<file path="config.mk">
export PLATFORM = sky130hd
export DESIGN_NAME = node_in_buffer
export DESIGN_NICKNAME = d
export VERILOG_FILES = /design/src/hw/node_route_pkg.sv /design/src/hw/node_flit_pkg.sv /design/src/hw/node_in_buffer.sv
export VERILOG_INCLUDE_DIRS = /design/src /design/src/include
export SDC_FILE = /design/constraint.sdc
export NUM_CORES = 1
export LEC_CHECK = 0
export BUFFER_PORTS_ARGS = -buffer_cell sky130_fd_sc_hd__clkbuf_2
export CORE_ASPECT_RATIO = 1.25
export CORE_MARGIN = 3
export CORE_UTILIZATION = 55
export DETAILED_ROUTE_END_ITERATION = 7
export PLACE_DENSITY = 0.77
export SLEW_MARGIN = 10
export SYNTH_ARGS = -nofsm -noshare
export SYNTH_HDL_FRONTEND = slang
export SYNTH_SLANG_ARGS = --single-unit
export TNS_END_PERCENT = 20
</file>
<file path="constraint.sdc">
create_clock -name clk -period 3.54 [get_ports clk]
set_input_delay 0.708 -clock clk [delete_from_list [all_inputs] [get_ports clk]]
set_output_delay 0.708 -clock clk [all_outputs]
set_load 0.005 [all_outputs]
</file>
<file path="src/include/node_macros.svh">
/*
 * shared sizing macros for the row router node
 * flit width, X coordinate width, input FIFO depth,
 * per-link credits and number of output links
 */

`ifndef NODE_MACROS_SVH
`define NODE_MACROS_SVH

// {type[1:0], qos, src[5:0], tgt[5:0], data[7:0]}
`define NODE_FLIT_W     23

// one row of an 8 wide mesh
`define NODE_COORD_W    3

`define NODE_BUF_DEPTH  4   // power of two, pointers wrap naturally

// sender credits start at the downstream FIFO depth
`define NODE_CREDITS    `NODE_BUF_DEPTH

`define NODE_NUM_OUT    3   // eject, east, west

`endif
</file>
<file path="src/hw/node_route_pkg.sv">
/*
 * output direction indices and the X routing rule
 */

`include "node_macros.svh"

package node_route_pkg;

    localparam int DIR_B = 0;   // local eject
    localparam int DIR_E = 1;   // to east neighbour
    localparam int DIR_W = 2;   // to west neighbour

    // one-hot output request for a target X seen from local_x
    function automatic logic [`NODE_NUM_OUT-1:0] route_dir(
        input logic [`NODE_COORD_W-1:0] tgt_x,
        input logic [`NODE_COORD_W-1:0] local_x
    );
        logic [`NODE_NUM_OUT-1:0] req;
        req = '0;
        if (tgt_x > local_x) begin
            req[DIR_E] = 1'b1;
        end else if (tgt_x < local_x) begin
            req[DIR_W] = 1'b1;
        end else begin
            req[DIR_B] = 1'b1;    // arrived
        end
        return req;
    endfunction

endpackage

</file>
<file path="src/hw/node_flit_pkg.sv">
/*
 * flit layout of the row router
 * field positions and helpers that pull qos and target X
 */

`include "node_macros.svh"

package node_flit_pkg;

    // ==================================================
    // field positions
    // ==================================================
    localparam int QOS_POS = 20;
    localparam int TGT_HI  = 13;
    localparam int TGT_LO  = 8;    // target X sits in the low bits of tgt

    // ==================================================
    // field extraction
    // ==================================================
    function automatic logic flit_qos(input logic [`NODE_FLIT_W-1:0] flit);
        return flit[QOS_POS];
    endfunction

    function automatic logic [`NODE_COORD_W-1:0] flit_tgt_x(
        input logic [`NODE_FLIT_W-1:0] flit
    );
        logic [TGT_HI-TGT_LO:0] tgt;
        tgt = flit[TGT_HI:TGT_LO];
        return tgt[`NODE_COORD_W-1:0];    // Y half of tgt is ignored
    endfunction

endpackage

</file>
<file path="src/hw/node_in_buffer.sv">
/*
 * input FIFO of one router link
 * keeps the routed direction next to each flit,
 * presents the head request and returns one credit per pop
 */

`timescale 1ns/1ps
`include "node_macros.svh"

module node_in_buffer #(
    parameter int LOCAL_X = 0
) (
    input  logic                     clk,
    input  logic                     rst_n_i,

    input  logic                     valid_i,
    input  logic [`NODE_FLIT_W-1:0]  flit_i,
    output logic                     credit_o,    // one pulse per flit leaving

    input  logic [`NODE_NUM_OUT-1:0] gnt_i,
    output logic [`NODE_NUM_OUT-1:0] head_req_o,
    output logic [`NODE_FLIT_W-1:0]  head_flit_o
);

    import node_flit_pkg::*;
    import node_route_pkg::*;

    localparam int PTR_W = $clog2(`NODE_BUF_DEPTH);
    localparam logic [`NODE_COORD_W-1:0] MY_X = LOCAL_X[`NODE_COORD_W-1:0];

    // ==================================================
    // storage and pointers
    // ==================================================
    logic [`NODE_FLIT_W-1:0]  flit_mem  [`NODE_BUF_DEPTH];
    logic [`NODE_NUM_OUT-1:0] route_mem [`NODE_BUF_DEPTH];

    logic [PTR_W:0] wr_ptr;    // msb is the wrap bit
    logic [PTR_W:0] rd_ptr;

    logic empty;
    logic full;
    logic push;
    logic pop;

    assign empty = (wr_ptr == rd_ptr);
    assign full  = (wr_ptr[PTR_W] != rd_ptr[PTR_W]) &&
                   (wr_ptr[PTR_W-1:0] == rd_ptr[PTR_W-1:0]);

    // upstream only sends with a credit, so full should never block here
    assign push = valid_i && !full;
    assign pop  = (|gnt_i) && !empty;

    // route is resolved once, on the way in
    always_ff @(posedge clk) begin
        if (push) begin
            flit_mem[wr_ptr[PTR_W-1:0]]  <= flit_i;
            route_mem[wr_ptr[PTR_W-1:0]] <= route_dir(flit_tgt_x(flit_i), MY_X);
        end
    end

    always_ff @(posedge clk) begin
        if (!rst_n_i) begin
            wr_ptr   <= '0;
            rd_ptr   <= '0;
            credit_o <= 1'b0;
        end else begin
            if (push) begin
                wr_ptr <= wr_ptr + 1'b1;
            end
            if (pop) begin
                rd_ptr <= rd_ptr + 1'b1;
            end
            credit_o <= pop;    // slot freed, hand it back upstream
        end
    end

    // ==================================================
    // head of queue
    // ==================================================
    assign head_req_o  = empty ? '0 : route_mem[rd_ptr[PTR_W-1:0]];
    assign head_flit_o = flit_mem[rd_ptr[PTR_W-1:0]];

endmodule

</file>
After elaboration in Yosys (flattened, before gate mapping). Memory sizes are Yosys's and may differ from the RTL's. A register that Yosys moved wholly into a read port is not among the register bits. Index checks and enable logic that the tools add are counted.

Add/sub/neg operators: 2. $lt $le $gt $ge: 2. Equality and inequality tests: 3. Muxes and demuxes: 15. Reduce and logical (&&, ||, !) cells: 6.

Operator list (number): $mux 1 (10); $mux 2 (4); $add 3x1->3 const B (2); $eq 3x3->1 (1); $gt 3x1->1 const B (1); $logic_and 1x1->1 (3); $lt 3x1->1 const B (1); $mux 3 (1); $reduce_or 3->1 (1); $eq 2x2->1 (1); $logic_not 1->1 (2); $ne 1x1->1 (1).

Bits in registers: 7. RAM bits: 104. Input port bits: 29. Output and inout port bits: 27. Logic and storage cells: 33. Memories kept: 2.

Memories: flit_mem (words 4, width 23, rd ports 1, clocked after Yosys merged registers in 1, wr ports 1, RTL line node_in_buffer.sv:34) `` logic [`NODE_FLIT_W-1:0] flit_mem [`NODE_BUF_DEPTH]; ``; route_mem (words 4, width 3, rd ports 1, clocked after Yosys merged registers in 1, wr ports 1, RTL line node_in_buffer.sv:35) `` logic [`NODE_NUM_OUT-1:0] route_mem [`NODE_BUF_DEPTH]; ``.

Depth between registers and ports, before layout.
Word-level depth: 6. Mapped depth: 4. Mapped depth without buffers: 4.

Worst setup path after synthesis. Ideal clock, no wire load.

Path type: reg-to-output. From: register (tool-made name). To: output head_flit_o[0]. Arrival: 1238 ps. Data required time: 2832 ps. Setup slack: 1594 ps. Stages on the path, launching flop included: 4. Path buffers: 2. Cell sequence: dfxtp_1 -> buf_2 -> buf_4 -> mux4_2.

RTL lines: end: declaration (RTL line node_in_buffer.sv:22) `` output logic [`NODE_FLIT_W-1:0] head_flit_o ``.

==> impl_metrics.toml <==
[critical_path]
critical_path_arrival_ns = 2.10
max_stage_delay_ns = 0.76
start_kind = "flop"
timing.critical_path.slowest_stage_cell = "dfxtp_2"
crit_path_max_fanout = 18
critPathKind = "reg -> out"
cp_data_required_time_ns = 2.83
timing.critical_path.cells = "buf_4 -> mux4_2 -> clkbuf_2"
crit_path_end_kind = "output pin"
reg2reg_from = "wr_ptr[0]"
r2r_cells = 4
ff2ff_setup_slack_ns = 1.39
timing.rr.end = "flit_mem[2][1]"

[hold_path]
worstHoldEndpoint = "rd_ptr[2]"
hold_class = "reg -> reg"
worst_hold_path_cell_count = 2
hold_path.startpoint = "rd_ptr[2]"

[placed_design]
place.gp.congestion = 0.768
place_area_mm2 = 0.00450
placed_cells = 328
dpl.hpwl_mm = 4.19
port_buffers = 54

[layout]
finalNonFillerCells = 344
postLayoutCellArea_mm2 = 0.00467
utilization_after_layout = 0.657
nNetsFinal = 283
antenna-diode-count = 0
areaGrowthSynthToFinish_pct = 13.7
fraction_of_layout_cells_with_a_size_suffix_above_1 = 0.417
layout.cells.most_common = "edfxtp_1"
mostFrequentLayoutCells = "edfxtp_1 (100), clkbuf_2 (54), mux4_2 (25), clkbuf_8 (9), dfxtp_1 (8)"

[synthesis]
syn-instance-count = 185
synth_area_per_cell_um2 = 22.2
synthesis.yosys.warnings = 0
post_synthesis_register_bit_count = 109
mappedNetlistArea_mm2 = 0.00411
synth_fp_nets = 219
synthDominantCellAreaShare = 0.731
yosysUniqueCellTypes = 24
synth.top_cells.by_area = "edfxtp_1 (73%), mux4_2 (14%), dfxtp_1 (4.4%)"
yosysSeqAreaShare = 0.775
synth_top_area_cell = "edfxtp_1"

[clock_tree]
post_cts_clock_slew_at_the_launch_and_capture_registers_of_the_worst_setup_and_hold_paths_ns = 0.09
post_cts.repair.setup_buffers = 0
clkLatencyLatePin_ns = 0.36
cts_hold_buffers = 0
cts-root-buf = "clkbuf_8"
count_of_cells_resized_by_post_cts_repair = 0
clockBufferDepth = 2
tritoncts_num_sinks = 109
htree_levels = 3
cts_tree = "built"
cts-buffers-inserted = 9

[grt]
grt_use_met2 = 0.274
met3_usage = 0.0344
grt_start_max_net_pins = 26
track_usage = 0.161
globalRoute.busiestLayer = "met2"
grt_antenna_before_repair = 0
grt_first_pass_wirelength_mm = 10.2
vias_in_the_first_global_route = 2040
grt-ovfl-total = 0
grt.met1_usage = 0.204

[power_and_ir_drop]
power_leakage_nw = 1.62
irDropWorstVdd_uv = 382
p_per_area_mw_per_mm2 = 618

[routing]
detail_route.drc_violations = 0
drt_first_iter_violations = 159
via_per_inst = 5.47
routedWlPerCell_um = 18.3
vias = 1883
postRouteWirelength_mm = 6.30
drt_pass1_iterations = 4
final_antenna_net_count = 0

[floorplan]
placement_rows = 34
effective_utilization_at_floorplan = 0.578
die_area_mm2 = 0.00855
ios = 56
die-height_um = 103
die_x_um = 83.3
core_region_area_mm2 = 0.00710

[sta]
timing.max_slew.rel_slack = 0.442
timing.final.crit_share = 0.792
rsz0062_at_grt = "no"
worst_slew_pin_slew_ns = 0.836
finalSetupViolations = 0
timing.fmax_mhz = 357
max_clock_skew_ns = 0.0186
timing.final.hold_violations = 0
layout_min_cycle_time_ns = 2.80
setup_tns_final_ns = 0
timing.final.max_slew_violations = 0

[flow_run]
max_cap_violations = 0

[outcome]
status = "complete, no violations"
critical path, delay by kind of cell, from the launching register on:
kind,cells,cell delay (ns)
flip-flops,1,0.76
buffers and inverters,2,0.46
multiplexers,1,0.53
worst max path at each step:
stage          slack (ns)              to  cells after the start  startpoint
5_1_grt              0.56  head_flit_o[6]                      3        flop
3_5_place_dp         1.07  head_flit_o[1]                      3        flop
6_report             0.74  head_flit_o[1]                      3        flop
2_1_floorplan        1.59  head_flit_o[0]                      3        flop
3_3_place_gp         1.07  head_flit_o[1]                      3        flop
4_1_cts              0.67  head_flit_o[1]                      3        flop
synth_stat cells:
cell type,count
nor2b_1,2
nand2_1,2
nor2_1,6
clkbuf_1,2
nor3_1,1
o311ai_1,1
xnor2_1,3
mux2i_1,2
xor2_1,2
edfxtp_1,100
o31a_2,2
buf_2,2
dfxtp_1,9
and2_1,4
buf_4,3
inv_1,5
ha_1,5
xor2_2,2
mux4_2,25
a31oi_1,1
nor2_2,1
conb_1,1
nand4_1,1
or3_1,3
routing by layer:
layer / share of wire / vias up
li1: - / 871
met1: 0.42 / 953
met2: 0.53 / 50
met3: 0.046 / 9
met4: 0.012 / 0
met5: 0 / -
stage by stage:
step           setup slack, ns  hold WS, ns  power (mW)
4_1_cts                  0.671        0.532        2.93
2_1_floorplan             1.59        0.491        2.03
5_1_grt                  0.560        0.541        3.04
3_5_place_dp              1.07        0.522        2.28
3_3_place_gp              1.07        0.509        2.27
6_report                 0.735        0.535        2.88
area by class of cell:
cell class,instances,area (um2)
Sequential cell,109,3180
Fill cell,457,2440
Multi-Input combinational cell,64,865
Timing Repair Buffer,60,315
Clock buffer,9,124
Tap cell,90,113
Clock inverter,7,48.8
Inverter,5,18.8
report_power, final:
group / leakage (nW) / switching [mW] / internal (mW)
Sequential: 0.990 / 0.106 / 1.50
Clock: 0.0797 / 0.397 / 0.257
Combinational: 0.549 / 0.260 / 0.362
sequential cells by signal, summed over array words and instances, names as in the netlist, named ones only:
| name | count |
|---|---|
| wr_ptr | 3 |
| credit_o | 1 |
| flit_mem | 92 |
| route_mem | 8 |
| rd_ptr | 3 |
kinds of logic after synthesis:
group           after synthesis  synth area share
xor+xnor                      7            0.0186
simple gates                 20            0.0253
flops                       109             0.775
fa+ha+maj                     5            0.0152
mux                          27             0.142
other cells                   1          0.000913
buf+inv                      12            0.0143
compound gates                4           0.00853
Note: power is estimated with default switching activity, not from simulation.
